[src/hw/mem_map_pkg.sv]
/* Memory side definitions shared by the loader, backup engine, arbiter and RAM model.
   Import wherever a request, a response or the word address map is needed. */
`default_nettype none

package mem_map_pkg;

	// ==================================================================
	// Word address map
	// ==================================================================
	localparam int MEM_AW_MAX    = 17;     // Widest word address on the bus
	localparam int WORD_W        = 16;     // Memory word, also the core bus width
	localparam int BACKUP_BASE   = 0;      // Backup region start
	localparam int ROM_WORD_BASE = 65536;  // Cartridge image word 0
	localparam int SECTOR_WORDS  = 256;    // One backup sector, sector n at n * 256

	// Arbiter channels, highest priority first
	typedef enum logic [1:0] {
		CHAN_CART   = 2'd0,  // Download writes
		CHAN_BACKUP = 2'd1,  // Sector copies
		CHAN_CORE   = 2'd2   // Emulated system bus
	} mem_chan_e;

	// ==================================================================
	// Bus payloads
	// ==================================================================

	// One request; valid is a single cycle pulse, no second one before ready
	typedef struct packed {
		logic                  valid;
		logic                  rnw;    // Read = 1, write = 0
		logic [MEM_AW_MAX-1:0] addr;   // Word address
		logic [WORD_W-1:0]     wdata;
	} mem_req_t;

	// Answer to one request
	typedef struct packed {
		logic              ready;  // One cycle high, closes the request
		logic [WORD_W-1:0] rdata;  // Read data, valid with ready
	} mem_rsp_t;

endpackage

`default_nettype wire

[src/hw/mem_arbiter.sv]
/* Fixed priority arbiter for the shared memory: cart, then backup, then core.
   One transaction in flight; ready returns one cycle after the RAM answers. */
`timescale 1ns/1ps
`default_nettype none

module mem_arbiter (
	input  wire                        clk_sys,
	input  wire                        reset,
	input  wire mem_map_pkg::mem_req_t cart_req,
	input  wire mem_map_pkg::mem_req_t bk_req,
	input  wire mem_map_pkg::mem_req_t core_req,
	output mem_map_pkg::mem_rsp_t      cart_rsp,
	output mem_map_pkg::mem_rsp_t      bk_rsp,
	output mem_map_pkg::mem_rsp_t      core_rsp,
	output mem_map_pkg::mem_req_t      ram_req,
	input  wire mem_map_pkg::mem_rsp_t ram_rsp
);
	import mem_map_pkg::*;

	localparam int NUM_CHAN = 3;

	mem_req_t            in_req [NUM_CHAN];  // Live requests by channel
	mem_req_t            held   [NUM_CHAN];  // Latched copy until granted
	logic [NUM_CHAN-1:0] pend;
	logic [NUM_CHAN-1:0] want;               // Pending or arriving now
	logic [NUM_CHAN-1:0] rdy_q;
	logic [WORD_W-1:0]   rdata_q;
	logic                busy;
	logic                ram_valid;
	mem_req_t            ram_cmd;
	mem_chan_e           grant_q;
	mem_chan_e           sel_chan;
	logic                sel_hit;
	mem_req_t            sel_req;

	assign in_req[CHAN_CART]   = cart_req;
	assign in_req[CHAN_BACKUP] = bk_req;
	assign in_req[CHAN_CORE]   = core_req;
	assign want = pend | {core_req.valid, bk_req.valid, cart_req.valid};

	always_comb begin
		sel_hit  = 1'b1;
		sel_chan = CHAN_CART;
		if (want[CHAN_CART]) sel_chan = CHAN_CART;
		else if (want[CHAN_BACKUP]) sel_chan = CHAN_BACKUP;
		else if (want[CHAN_CORE]) sel_chan = CHAN_CORE;
		else sel_hit = 1'b0;
	end

	// A request arriving on an idle arbiter goes straight through
	assign sel_req = in_req[sel_chan].valid ? in_req[sel_chan] : held[sel_chan];

	always_ff @(posedge clk_sys) begin
		if (reset) begin
			pend      <= '0;
			busy      <= 1'b0;
			rdy_q     <= '0;
			ram_valid <= 1'b0;
			grant_q   <= CHAN_CART;
		end else begin
			pend      <= want;
			rdy_q     <= '0;
			ram_valid <= 1'b0;
			if (!busy && sel_hit) begin
				pend[sel_chan] <= 1'b0;
				busy           <= 1'b1;
				grant_q        <= sel_chan;
				ram_valid      <= 1'b1;      // Single cycle valid to the RAM
			end
			if (ram_rsp.ready) begin
				rdy_q[grant_q] <= 1'b1;      // Only the owner sees ready
				busy           <= 1'b0;
			end
		end
	end

	always_ff @(posedge clk_sys) begin
		for (int c = 0; c < NUM_CHAN; c++) begin
			if (in_req[c].valid) held[c] <= in_req[c];
		end
		if (!busy && sel_hit) ram_cmd <= sel_req;
		if (ram_rsp.ready) rdata_q <= ram_rsp.rdata;
	end

	assign ram_req  = '{valid: ram_valid, rnw: ram_cmd.rnw, addr: ram_cmd.addr,
	                    wdata: ram_cmd.wdata};
	assign cart_rsp = '{ready: rdy_q[CHAN_CART], rdata: rdata_q};
	assign bk_rsp   = '{ready: rdy_q[CHAN_BACKUP], rdata: rdata_q};
	assign core_rsp = '{ready: rdy_q[CHAN_CORE], rdata: rdata_q};

endmodule

`default_nettype wire

[config.mk]
export PLATFORM = sky130hd
export DESIGN_NAME = mem_arbiter
export DESIGN_NICKNAME = d
export VERILOG_FILES = /design/src/hw/mem_map_pkg.sv /design/src/hw/mem_arbiter.sv
export SDC_FILE = /design/constraint.sdc
export NUM_CORES = 1
export LEC_CHECK = 0
export BUFFER_PORTS_ARGS = -buffer_cell sky130_fd_sc_hd__buf_2
export CORE_UTILIZATION = 40
export CTS_CLUSTER_DIAMETER = 120
export CTS_CLUSTER_SIZE = 8
export DETAILED_ROUTE_END_ITERATION = 6
export MAX_ROUTING_LAYER = met4
export PLACE_DENSITY_LB_ADDON = 0.2
export REMOVE_ABC_BUFFERS = 1
export SETUP_SLACK_MARGIN = 0.1
export SLEW_MARGIN = 0
export SYNTH_ARGS = -nofsm -noshare
export SYNTH_HDL_FRONTEND = slang
export SYNTH_SLANG_ARGS = --single-unit
[constraint.sdc]
create_clock -name clk_sys -period 2.26 [get_ports clk_sys]
set_clock_uncertainty 0.05 [all_clocks]
set_input_delay 0.226 -clock clk_sys [delete_from_list [all_inputs] [get_ports clk_sys]]
set_output_delay 0.226 -clock clk_sys [all_outputs]
set_load 0.05 [all_outputs]
==> key figures <==
Setup path
  • Worst-path fanout max: 27
  • Worst flop-to-flop path endpoint: ram_req[32]
  • Worst r2r src: pend[1]
  • Buffer and inverter count on the worst path: 1
  • Crit path from: pend[1]
  • Delay-heaviest family, CP: simple AND/OR/NAND/NOR gates
  • WP data required: 2.37 ns
  • Number of cells on the critical path: 5
  • Worst EP arrival: 2.14 ns
  • Reg2Reg Depth: 5
  • Cell breakdown of the critical path: nor4_4 -> nand2_2 -> buf_12 -> o221ai_1 -> a31oi_1
  • Register-to-register setup slack: 0.23 ns
  • CP peak stage delay: 0.46 ns
  • CP Launch Type: flip-flop
  • Crit end category: flip-flop
  • CP Class: flip-flop to flip-flop
  • Worst Setup EP: ram_req[32]
  • Slowest stage cell, crit path: nor4_4

Detailed routing
  • WL/cell: 17.5 µm
  • Via Count: 5,111
  • DR iter-0 viols: 329
  • DRC Markers: 0
  • Routed Antenna Nets: 0
  • Drt total wl: 17.7 mm
  • Vias/cell: 5.05
  • Total iterations of the first detailed-routing run: 5

Logic synthesis
  • Syn avg cell area: 13.5 µm²
  • Cells after Synth: 489
  • YS warnings: 0
  • Post-synthesis register bit count: 162
  • Synthesized area: 6610 µm²
  • Register area share after synthesis: 72.1%
  • Distinct cells, synth: 24

Global route
  • Largest net degree at the start of global routing: 85
  • Global-route wire length before repair: 26.3 mm
  • Initial antenna violation count: 0
  • Vias in the first global route: 5,019
  • Tot GR Track Use: 21.9%
  • GR Overflow Total: 0

CTS
  • CTS-repair resized insts: 0
  • Worst-path clk slew: 0.06 ns
  • Setup Buffers After CTS: 0
  • CTS tree: done
  • Clock latency on the worst-skew pair: 0.42 ns
  • CTS Buffer Depth: 2
  • Clock sink count: 162
  • Num CTS Buffers: 17
  • Htree depth: 4
  • Post-CTS Hold Buffers: 118
  • CTS root buf: clkbuf_16

Timing
  • Final Max Tran Viols: 0
  • Final count of hold timing violations: 0
  • Unrepaired setup endpoints after global routing: no
  • Fmax: 493 MHz
  • Final worst setup slack: 0.232 ns
  • Setup violators final: 0
  • Hold slack: 0.0599 ns
  • Tmin final: 2.03 ns
  • Worst-Margin Slew: 1.16 ns
  • Crit share post-route: 89.7%
  • Slew margin rel.: 22.2%

Floorplan
  • # IOs: 210
  • Die W: 131 µm
  • Initial Util: 41.3%
  • Num rows: 46
  • Die Ht: 131 µm
  • Core area: 16,000 µm²
  • Die Area: 17,000 µm²

Finish
  • Filler cells: 1,319
  • Area growth syn-to-layout: 43.6%
  • Layout cells sized above 1: 32.2%
  • Fin nets: 908
  • Final instance area: 9490 µm²
  • Final Util: 59.3%
  • Area of the multi-input gates: 1500 µm²
  • FF/Latch Area: 4760 µm²
  • Antenna Cells: 0

Run status
  • Status: finished clean

Power
  • Total power: 8.06 mW
  • LEAKAGE: 3.76 nW
  • Worst vdd ir: 0.000571 V
  • Power density cells: 849 nW/µm²

Worst hold path
  • Hold Path Class: input port to flip-flop

Placed design
  • Final Wtd Congestion: 0.795
  • Post-DP Area: 7690 µm²
  • Post-detail-place hpwl: 10.3 mm
  • Post-place setup slack: 0.192 ns
  • IO Port Bufs: 209

Run
  • Max-Cap Viols: 0
==> cell usage in the layout, fill, tap and decap left out, types with 2 or more instances in the layout <==
cell type and count:
buf_2 208, edfxtp_1 152, dlygate4sd3_1 118, nand2_1 68, nor2_1 42, nor2b_1 35, a21oi_1 34, o221ai_1 34
a31oi_1 34, clkbuf_16 17, dfxtp_1 10, buf_4 8, bufinv_16 4, clkinv_4 4, nor3_1 3, buf_12 3
nor3_4 2, nor4bb_1 2, clkinv_1 2, clkinv_2 2
==> metal layers <==
| metal | up-vias | GRT usage, % | wire, µm |
|---|---|---|---|
| li1 | 2399 | - | - |
| met4 | 0 | 7.78 | 301 |
| met5 | - | - | 0 |
| met1 | 2476 | 24.9 | 7060 |
| met3 | 24 | 4.60 | 1120 |
| met2 | 212 | 38.3 | 9240 |
==> cells by family after synthesis <==
| logic type | synth area share [%] |
|---|---|
| AOI/OAI and AO/OA | 10.9 |
| buffers and inverters | 5.74 |
| and+or+nand+nor | 11.3 |
| DFF | 72.1 |
==> worst reg2reg max path, delay by kind of cell, from the launching register on <==
kind	cells	cell delay, ns
buffers and inverters	1	0.27
AND/OR/NAND/NOR	2	0.72
AO/OA/AOI/OAI	2	0.35
flip-flops	1	0.38
==> power breakdown <==
group / switching, mW / leakage (nW) / internal [mW]
Sequential: 0.0872 / 1.57 / 3.58
Combinational: 0.940 / 1.89 / 0.442
Clock: 1.17 / 0.298 / 1.84
Total: 2.19 / 3.76 / 5.86
==> synth_stat cells, drive strengths merged <==
cell type | n | area, µm²
a31oi | 34 | 213
buf | 49 | 330
o221ai | 34 | 298
a2bb2oi | 1 | 8.76
o22ai | 1 | 6.26
clkbuf | 12 | 45.0
nor2 | 42 | 158
inv | 1 | 3.75
nor4bb | 2 | 20.0
o21ai | 1 | 8.76
a21o | 1 | 7.51
nor3 | 5 | 35.0
edfxtp | 152 | 4560
dfxtp | 10 | 200
nand2 | 69 | 259
nor3b | 1 | 7.51
nor4 | 1 | 21.3
nor2b | 36 | 225
a21oi | 34 | 170
nand3b | 1 | 11.3
a211oi | 1 | 7.51
nor4b | 1 | 8.76
==> per-stage QoR <==
stage / TNS [ns] / std cells
after global routing: 0 / 1012
final: 0 / 1012
after CTS: 0 / 1012
after floorplan: -7.82 / 428
after detailed placement: 0 / 863
after global placement: 0 / 863
==> how the worst min path moves through the flow <==
stage / cells past startpoint / end / slack [ns] / startpoint
final: 2 / grant_q[1] / 0.06 / reset
after CTS: 2 / grant_q[1] / 0.04 / reset
after global routing: 2 / rdy_q[1] / 0.06 / reset
after global placement: 1 / rdata_q[5] / 0.36 / ram_rsp[5]
after detailed placement: 1 / rdata_q[7] / 0.35 / ram_rsp[7]
after floorplan: 1 / grant_q[0] / 0.25 / reset
==> cell type report <==
| cell class | count | area share (%) |
|---|---|---|
| Tap cell | 216 | 2.85 |
| Sequential cell | 162 | 50.2 |
| Clock buffer | 17 | 4.48 |
| Clock inverter | 14 | 1.99 |
| Inverter | 1 | 0.0396 |
| Multi-Input combinational cell | 265 | 15.8 |
| Timing Repair Buffer | 337 | 24.7 |
==> state kept, by name, indices dropped and copies added, names as in the netlist <==
signal,count
pend,3
busy,1
held,102
rdata_q,16
ram_valid,1
ram_req,34
grant_q,2
rdy_q,3
(Power assumes the default switching activity.)
