<file path="config.mk">
export PLATFORM = sky130hd
export DESIGN_NAME = cart_loader
export DESIGN_NICKNAME = d
export VERILOG_FILES = /design/src/hw/mem_map_pkg.sv /design/src/hw/cart_loader.sv
export SDC_FILE = /design/constraint.sdc
export NUM_CORES = 1
export LEC_CHECK = 0
export BUFFER_PORTS_ARGS = -buffer_cell sky130_fd_sc_hd__clkbuf_2
export CAP_MARGIN = 25
export CORE_MARGIN = 3
export CORE_UTILIZATION = 40
export CTS_CLUSTER_DIAMETER = 150
export DETAILED_ROUTE_END_ITERATION = 6
export GPL_TIMING_DRIVEN = 0
export SLEW_MARGIN = 20
export SYNTH_ARGS = -nofsm -noshare
export SYNTH_HDL_FRONTEND = slang
export SYNTH_SLANG_ARGS = --single-unit
</file>
<file path="constraint.sdc">
create_clock -name clk_sys -period 7.54 [get_ports clk_sys]
set_input_delay 0.754 -clock clk_sys [delete_from_list [all_inputs] [get_ports clk_sys]]
set_output_delay 0.754 -clock clk_sys [all_outputs]
set_load 0.02 [all_outputs]
</file>
<file path="src/hw/mem_map_pkg.sv">
/* Memory side definitions shared by the loader, backup engine, arbiter and RAM model.
   Import wherever a request, a response or the word address map is needed. */
`default_nettype none

package mem_map_pkg;

	// ==================================================================
	// Word address map
	// ==================================================================
	localparam int MEM_AW_MAX    = 17;     // Widest word address on the bus
	localparam int WORD_W        = 16;     // Memory word, also the core bus width
	localparam int BACKUP_BASE   = 0;      // Backup region start
	localparam int ROM_WORD_BASE = 65536;  // Cartridge image word 0
	localparam int SECTOR_WORDS  = 256;    // One backup sector, sector n at n * 256

	// Arbiter channels, highest priority first
	typedef enum logic [1:0] {
		CHAN_CART   = 2'd0,  // Download writes
		CHAN_BACKUP = 2'd1,  // Sector copies
		CHAN_CORE   = 2'd2   // Emulated system bus
	} mem_chan_e;

	// ==================================================================
	// Bus payloads
	// ==================================================================

	// One request; valid is a single cycle pulse, no second one before ready
	typedef struct packed {
		logic                  valid;
		logic                  rnw;    // Read = 1, write = 0
		logic [MEM_AW_MAX-1:0] addr;   // Word address
		logic [WORD_W-1:0]     wdata;
	} mem_req_t;

	// Answer to one request
	typedef struct packed {
		logic              ready;  // One cycle high, closes the request
		logic [WORD_W-1:0] rdata;  // Read data, valid with ready
	} mem_rsp_t;

endpackage

`default_nettype wire

</file>
<file path="src/hw/cart_loader.sv">
/* Cartridge download path: turns host words into ROM writes and holds the host
   with ioctl_wait until each write lands. Also keeps the image end and flash type. */
`timescale 1ns/1ps
`default_nettype none

module cart_loader #(
	parameter int MEM_AW   = mem_map_pkg::MEM_AW_MAX,     // Word address width in use
	parameter int ROM_BASE = mem_map_pkg::ROM_WORD_BASE   // Memory word of image word 0
) (
	input  wire                        clk_sys,
	input  wire                        reset,
	input  wire mem_map_pkg::mem_req_t ioctl,            // valid = wr, addr = image word
	input  wire                        ioctl_download,
	output mem_map_pkg::mem_req_t      cart_req,
	input  wire mem_map_pkg::mem_rsp_t cart_rsp,
	output logic                       ioctl_wait,
	output logic [MEM_AW-1:0]          last_addr,        // Last image word of the download
	output logic                       flash_1m,
	output logic                       download_start    // One cycle at download rise
);
	import mem_map_pkg::*;

	localparam logic [71:0] FLASH_MARK = "FLASH1M_V";

	logic              dl_q;       // Download level, one cycle late
	logic              dl_write;   // Host word accepted this cycle
	logic              req_valid;
	logic [MEM_AW-1:0] req_addr;
	logic [WORD_W-1:0] req_wdata;
	logic [MEM_AW-1:0] wr_addr_q;  // Most recent image word written
	logic [63:0]       byte_tail;  // Last eight stream bytes, newest at the bottom
	logic [7:0]        byte_lo;    // First byte of the word in stream order
	logic [7:0]        byte_hi;
	logic              mark_hit;

	assign dl_write       = ioctl_download & ioctl.valid;
	assign download_start = ioctl_download & ~dl_q;
	assign byte_lo        = ioctl.wdata[7:0];
	assign byte_hi        = ioctl.wdata[15:8];

	// Marker may end on either byte of the incoming word
	assign mark_hit = ({byte_tail, byte_lo} == FLASH_MARK) ||
	                  ({byte_tail[55:0], byte_lo, byte_hi} == FLASH_MARK);

	// ==================================================================
	// Handshake and download tracking
	// ==================================================================
	always_ff @(posedge clk_sys) begin
		if (reset) begin
			dl_q       <= 1'b0;
			req_valid  <= 1'b0;
			ioctl_wait <= 1'b0;
			flash_1m   <= 1'b0;
			last_addr  <= '0;
		end else begin
			dl_q      <= ioctl_download;
			req_valid <= dl_write;                         // One memory write per host word
			if (!ioctl_download) ioctl_wait <= 1'b0;
			else if (dl_write) ioctl_wait <= 1'b1;         // Up the cycle after wr
			else if (cart_rsp.ready) ioctl_wait <= 1'b0;   // Write has landed
			if (download_start) begin                      // New image
				flash_1m  <= 1'b0;
				last_addr <= '0;
			end
			if (dl_q && !ioctl_download) last_addr <= wr_addr_q;  // Download closed
			if (dl_write && mark_hit) flash_1m <= 1'b1;
		end
	end

	// Write payload and byte history, no reset needed
	always_ff @(posedge clk_sys) begin
		if (dl_write) begin
			req_addr  <= MEM_AW'(ROM_BASE) + ioctl.addr[MEM_AW-1:0];
			req_wdata <= ioctl.wdata;
			wr_addr_q <= ioctl.addr[MEM_AW-1:0];
			byte_tail <= {byte_tail[47:0], byte_lo, byte_hi};  // Little endian words
		end
	end

	assign cart_req = '{valid: req_valid, rnw: 1'b0,
	                    addr: MEM_AW_MAX'(req_addr), wdata: req_wdata};

endmodule

`default_nettype wire

</file>
==> parameters.txt, run 1 <==
Parameter                              Value

Critical path
  Required time reported for the critical path endpoint    6.79 ns
  Gate family responsible for the most delay along the worst path    buffers and inverters
  CP max-delay cell    sky130_fd_sc_hd__ha_1
  Crit Reg-Reg Startpoint    byte_tail[61]
  Classification of the worst setup path    in -> out
  Most numerous cell on the critical path    sky130_fd_sc_hd__clkbuf_2
  Critical-path cell list    clkbuf_2 > ha_1 > clkbuf_2
  CP Capture Type    output port
  Slack of the worst reg-to-reg path    5.83 ns
  Startpoint type of the worst setup path    input port
  Critical path data arrival time    1.26 ns
  Number of buffers and inverters on the critical path    2
  Crit. Startpoint    ioctl_download
  Delay of the slowest cell on the worst path    0.22 ns
  Worst Path Max Fanout    3

Finish
  Final instance area    between 0.004 and 0.005 mm²
  Synth-to-Final Area Change    21.1%
  Multi-input logic area    657 µm²
  Share of final-layout standard cells stronger than drive strength 1    39.1%
  Number of nets in the final layout    423
  Post-layout instance count excluding filler cells    500
  Fill cells    around 860
  Sequential cell area in the final layout    0.00288 mm²
  Leading cell types in the layout, fill and taps excluded    91 x sky130_fd_sc_hd__clkbuf_2, 82 x sky130_fd_sc_hd__edfxtp_1, 36 x sky130_fd_sc_hd__nor2_1
  Number of inserted diodes    0
  Commonest non-fill, non-tap cell in the layout    sky130_fd_sc_hd__clkbuf_2

Clocking
  Clock root cell    sky130_fd_sc_hd__clkbuf_8
  Total clock buffers created by CTS    9
  Number of sinks handled by clock tree synthesis    103
  Clock tree from TritonCTS    yes
  Post-CTS clock slew at the launch and capture registers of the worst setup and hold paths    about 0.10 ns
  Hold_buf cts    0
  Post-CTS repair timing setup buffer count    0
  Maximum count of clock buffers along a single path    2
  H-Tree Depth    3
  Clk Latency, worst-skew pair    0.36 ns
  Number of gates resized after CTS    0

Pwr
  VDD IR-drop max    roughly 0.12 mV
  Switching share of power    a little under a quarter
  Comb power frac    approximately 8.5%
  Switching pwr    0.251 mW
  Fraction of power consumed by sequential logic    62.1%
  Power per standard cell area    226 mW/mm²
  Leakage power of the design    1.80 nW
  Clk network pwr share    29.4%
  Internal    0.799 mW
  Tot Pwr    1.05 mW

Global route
  Number of global-route vias before repair    2276
  First-pass GRT wire length    11.5 mm
  Number of antenna violations at the first check in global routing    0
  Maximum number of pins on one net before global-route repair    50
  Total gr overflow    0
  Total global-route track usage    13.5%

Routing
  Count of TritonRoute iterations in the first routing pass    4
  Number of DRC violations after detailed routing    0
  Via count    2274
  Wire length per cell    14.2 µm
  Number of nets with antenna violations after routing    0
  Highest routing layer actually used    met4
  DR WL met3    roughly 480 µm
  Detailed-routed wire length on met2    approximately 3.3 mm
  Final routed wirelength across all metal layers    7.10 mm
  DRC violation total after the first TritonRoute iteration    98
  Detailed-routing wirelength on met1    between 3 and 4 mm
  DR vias/cell    4.55

Yosys
  Count of unique library cells instantiated by Yosys    26
  Post-Synth Simple-Gate Area    13.5%
  Syn_area_per_cell    between 10 and 15 µm²
  Post-synth net total    320
  Yosys synthesis warning count    0
  Adder-Cell Fraction of Synth Area    0.653%
  Portion of synthesized cell area occupied by the leading cell type    64.2%
  Portion of netlist area occupied by mux cells    0%
  Synthesized-area fraction occupied by ao, oa, aoi and oai cells    2.84%
  Number of register bits inferred by synthesis    103
  Post-synth design cell area    0.00383 mm²
  Top cells by area, synth    sky130_fd_sc_hd__edfxtp_1 64%, sky130_fd_sc_hd__dfxtp_1 11%, sky130_fd_sc_hd__buf_4 6.7%, sky130_fd_sc_hd__nor2_1 3.5%, sky130_fd_sc_hd__nor4bb_1 2.3%
  Area share of xor/xnor cells in the synthesized design    0%
  Most area-hungry cell type in the Yosys netlist    sky130_fd_sc_hd__edfxtp_1
  Syn Inst Count    approximately 260
  Dominant combinational cell family by area after synthesis    simple AND/OR/NAND/NOR gates
  Sequential element share of the synthesized area    75.2%

Placement
  Routability Congestion    0.781
  DP Area    0.00447 mm²
  Final HPWL from detailed placement    5.09 mm
  Number of placed cells counting well taps    484
  Number of port buffers    91

Min path
  Worst hold start    byte_tail[30]
  Tightest Hold Check Type    reg -> reg

Floorplanning
  Placeable core region    0.00928 mm²
  Die area    0.0108 mm²
  Die outline height    104 µm
  Ports    110
  Initial Util    41.3%
  Count of standard-cell rows    35
  Horizontal die dimension    104 µm

STA
  Actual slew at the worst max-slew pin    between 0.6 and 0.7 ns
  Worst clock skew    0.0162 ns
  Post-route worst hold slack    between 0.4 and 0.5 ns
  Max-Slew Margin vs Limit    between 50% and 60%
  RSZ-0062 raised after global routing    false
  Number of slew-limit violations in the final report    0
  Fraction of the cycle the final worst path needs    a little over a quarter
  Final number of hold-violating endpoints    0
  FMAX    around 500 MHz
  Total Neg Setup Slack    0 ns
  Clock period minus final worst setup slack    2.02 ns
  Final setup violation count    0

Flow run
  # Max-Cap Violations    0

Outcome
  Status    finished clean
[sequential cells by signal (all words and copies together), names as in the netlist]
register,count
req_valid,1
dl_q,1
byte_tail,49
ioctl_wait,1
last_addr,17
req_wdata,15
flash_1m,1
wr_addr_q,1
req_addr,17
[synthesized netlist by cell type]
cell / instances
sky130_fd_sc_hd__nand3_1: 4
sky130_fd_sc_hd__buf_4: 34
sky130_fd_sc_hd__a22oi_1: 2
sky130_fd_sc_hd__a21oi_1: 16
sky130_fd_sc_hd__nor4_1: 2
sky130_fd_sc_hd__nor4_2: 1
sky130_fd_sc_hd__edfxtp_1: 82
sky130_fd_sc_hd__nor4bb_1: 9
sky130_fd_sc_hd__nor4b_1: 8
sky130_fd_sc_hd__and2_1: 1
sky130_fd_sc_hd__ha_1: 2
sky130_fd_sc_hd__nand4_1: 5
sky130_fd_sc_hd__nor3_1: 1
sky130_fd_sc_hd__dfxtp_1: 21
sky130_fd_sc_hd__nand2_1: 17
sky130_fd_sc_hd__nor2_1: 36
sky130_fd_sc_hd__buf_2: 1
sky130_fd_sc_hd__conb_1: 1
sky130_fd_sc_hd__nor4b_2: 1
sky130_fd_sc_hd__inv_1: 4
sky130_fd_sc_hd__and4b_1: 3
sky130_fd_sc_hd__clkbuf_1: 6
sky130_fd_sc_hd__nor2b_1: 3
sky130_fd_sc_hd__o21ai_1: 1
sky130_fd_sc_hd__and3_1: 1
sky130_fd_sc_hd__a31o_2: 1
[power groups by stage]
| stage | registers (mW) | clock network (mW) | logic [mW] |
|---|---|---|---|
| after CTS | 0.653 | 0.319 | 0.0911 |
| final | 0.652 | 0.308 | 0.0896 |
| after global placement | 0.668 | 0 | 0.0884 |
| after detailed placement | 0.666 | 0 | 0.0908 |
| after global routing | 0.656 | 0.345 | 0.0977 |
| after floorplan | 0.664 | 0 | 0.0547 |
[per-layer routing]
| metal | vias up | GRT usage (%) |
|---|---|---|
| li1 | 1134 | - |
| met1 | 1046 | 18.4 |
| met2 | 89 | 20.9 |
| met3 | 5 | 3.41 |
| met4 | 0 | 5.13 |
| met5 | - | 0 |
[logic make-up (layout without fill, tap and decap cells)]
kind of cell	count (synthesis)	in the layout
flip-flops	103	103
AND/OR/NAND/NOR	92	92
buffers and inverters	45	153
AO/OA/AOI/OAI	20	20
adder cells (fa/ha/maj)	2	2
other	1	1
[worst reg2reg max path, stage by stage (launching register included)]
cell and delay (ns):
sky130_fd_sc_hd__edfxtp_1 0.38, sky130_fd_sc_hd__nor4b_1 0.59, sky130_fd_sc_hd__nand4_1 0.22, sky130_fd_sc_hd__nor4_1 0.26
sky130_fd_sc_hd__a21oi_1 0.08, sky130_fd_sc_hd__o21ai_1 0.12
[through the flow]
stage | setup slack, ns | util (%)
2_1_floorplan | 4.28 | -
3_3_place_gp | 3.20 | 48.0
3_5_place_dp | 5.13 | 48.2
4_1_cts | 5.50 | 50.0
5_1_grt | 5.38 | 50.0
6_report | 5.52 | 50.0
[final timing paths]
path,endpoint,cells past startpoint
max,download_start,3
min,byte_tail[46],0
max reg2reg,flash_1m,5
min reg2reg,byte_tail[46],0
[layout make-up]
cell class                      instances  area share, %
Clock buffer                           11           2.83
Clock inverter                          5          0.862
Tap cell                              129           3.47
Timing Repair Buffer                   92           10.2
Buffer                                 41           6.09
Multi-Input combinational cell        115           14.1
Inverter                                4          0.323
Sequential cell                       103           62.1
Note: power is estimated with default switching activity, not from simulation.
==> run 2, diff against run 1 <==
==> constraint.sdc (replaced) <==
create_clock -name clk_sys -period 1.96 [get_ports clk_sys]
set_input_delay 0.196 -clock clk_sys [delete_from_list [all_inputs] [get_ports clk_sys]]
set_output_delay 0.196 -clock clk_sys [all_outputs]
set_load 0.02 [all_outputs]
==> parameters.txt, run 2 (same netlist as run 1, synthesis figures left out) <==
Parameter                              Value

Outcome
  Status    finished clean

Finish
  Synth-to-Final Area Change    27.3%
  Max reg flops    slightly below 50
  Fill cells    860
  Post-layout instance count excluding filler cells    522
  Number of inserted diodes    0
  Share of final-layout standard cells stronger than drive strength 1    37.4%
  Final instance area    roughly 0.005 mm²
  Sequential cell area in the final layout    0.00288 mm²
  Number of nets in the final layout    445
  Leading cell types in the layout, fill and taps excluded    91 x sky130_fd_sc_hd__clkbuf_2, 82 x sky130_fd_sc_hd__edfxtp_1, 36 x sky130_fd_sc_hd__nor2_1
  Commonest non-fill, non-tap cell in the layout    sky130_fd_sc_hd__clkbuf_2
  Largest registers    byte_tail: 49 flops, last_addr: 17 flops, req_addr: 17 flops
  Most flop-heavy register    byte_tail
  Share of the core filled with cells    52.6%
  Multi-input logic area    657 µm²

Min path
  Worst hold path stage count    1
  Worst hold start    ioctl[15]
  Tightest Hold Check Type    in -> reg

STA
  Worst clock skew    0.0122 ns
  Number of slew-limit violations in the final report    0
  Final setup violation count    0
  Fraction of the cycle the final worst path needs    a little under nine tenths
  FMAX    593 MHz
  Max-Slew Margin vs Limit    60.9%
  Clock period minus final worst setup slack    1.69 ns
  RSZ-0062 raised after global routing    false
  Final number of hold-violating endpoints    0
  Total Neg Setup Slack    0 ns
  Actual slew at the worst max-slew pin    roughly 0.58 ns
  Setup ws final    0.274 ns

Global route
  Number of antenna violations at the first check in global routing    0
  Maximum number of pins on one net before global-route repair    56
  Total global-route track usage    14.4%
  Total gr overflow    0
  Number of global-route vias before repair    2434
  First-pass GRT wire length    ~12 mm

Critical path
  Critical path data arrival time    between 1.5 and 2 ns
  Classification of the worst setup path    reg -> reg
  Required time reported for the critical path endpoint    2.26 ns
  Count of cells along the worst register-to-register path    5
  Startpoint type of the worst setup path    flop
  Crit Reg-Reg Startpoint    byte_tail[61]
  Crit. Startpoint    byte_tail[61]
  CP Capture Type    flop
  Worst Path Max Fanout    1

Floorplanning
  Ports    between 100 and 150
  Placeable core region    0.00928 mm²
  Horizontal die dimension    around 100 µm
  Die area    0.0108 mm²
  Count of standard-cell rows    35
  Die outline height    between 100 and 150 µm
  Initial Util    41.3%

Placement
  Number of placed cells counting well taps    484
  Routability Congestion    0.749
  Final HPWL from detailed placement    5.30 mm
  Worst setup slack before clock tree synthesis    around 0.25 ns
  Number of port buffers    91
  DP Area    0.00448 mm²

Clocking
  Number of sinks handled by clock tree synthesis    roughly 100
  Clk Latency, worst-skew pair    0.37 ns
  Maximum count of clock buffers along a single path    2
  Number of gates resized after CTS    0
  Total clock buffers created by CTS    9
  Post-CTS clock slew at the launch and capture registers of the worst setup and hold paths    approximately 0.11 ns
  Clock root cell    sky130_fd_sc_hd__clkbuf_8
  Clock tree from TritonCTS    yes
  H-Tree Depth    3
  Post-CTS repair timing setup buffer count    0

Pwr
  Leakage power of the design    1.91 nW
  VDD IR-drop max    0.462 mV
  Power per standard cell area    ~840 mW/mm²

Routing
  Number of DRC violations after detailed routing    0
  Final routed wirelength across all metal layers    7.57 mm
  DR vias/cell    around 4.5
  Wire length per cell    around 15 µm
  DRC violation total after the first TritonRoute iteration    93
  Number of nets with antenna violations after routing    0
  Via count    2363
  Count of TritonRoute iterations in the first routing pass    4

Flow run
  # Max-Cap Violations    0
==> run 2: cell types whose count changed in the layout (fill, tap and decap cells not counted), sizes merged <==
cell	previous run	this run
inv	6	7
clkinv	0	3
clkbuf	108	106
clkinvlp	3	1
dlygate4sd3	0	22
==> run 2: worst max-delay path, cell delays in order, from the launching register on <==
cell	delay (ns)
sky130_fd_sc_hd__edfxtp_1	0.38
sky130_fd_sc_hd__nor4b_1	0.56
sky130_fd_sc_hd__nand4_1	0.19
sky130_fd_sc_hd__nor4_1	0.26
sky130_fd_sc_hd__a21oi_1	0.09
sky130_fd_sc_hd__o21ai_1	0.14
==> run 2: where the power goes <==
part           internal [mW]  switching (mW)
combinational          0.176           0.204
clock                  0.478           0.753
sequential              2.46          0.0564
==> run 2: layout make-up <==
class / instances / area share, %
plain buffers: 41 / 5.79
clock buffers: 9 / 2.54
clock inverters: 7 / 1.13
inverters: 4 / 0.308
multi-input cells: 115 / 13.5
flip-flops and latches: 103 / 59.1
well taps: 129 / 3.31
repair buffers: 114 / 14.4
==> run 2: final timing paths <==
kind / endpoint / slack, ns
max: flash_1m / 0.27
min: byte_tail[7] / 0.02
max reg2reg: flash_1m / 0.27
min reg2reg: byte_tail[63] / 0.47
==> run 2: per-stage QoR <==
| step | power (mW) | hold slack (ns) |
|---|---|---|
| 2_1_floorplan | 2.76 | 0.290 |
| 3_3_place_gp | 2.90 | 0.374 |
| 3_5_place_dp | 2.91 | 0.375 |
| 4_1_cts | 4.15 | 0.000711 |
| 5_1_grt | 4.28 | 0.00382 |
| 6_report | 4.12 | 0.0207 |
==> run 2: routing by layer <==
| layer | global-route usage, % | wire [µm] |
|---|---|---|
| met1 | 17.8 | 3260 |
| met2 | 24.3 | 3740 |
| met3 | 4.10 | 477 |
| met4 | 4.56 | 95 |
| met5 | 0 | 0 |
==> run 2: repair_timing <==
action | 4_1_cts | 5_1_grt
hold buffers | 20 | 2
endpoints found under the setup margin | 0 | 0
hold endpoints to repair | 20 | 2
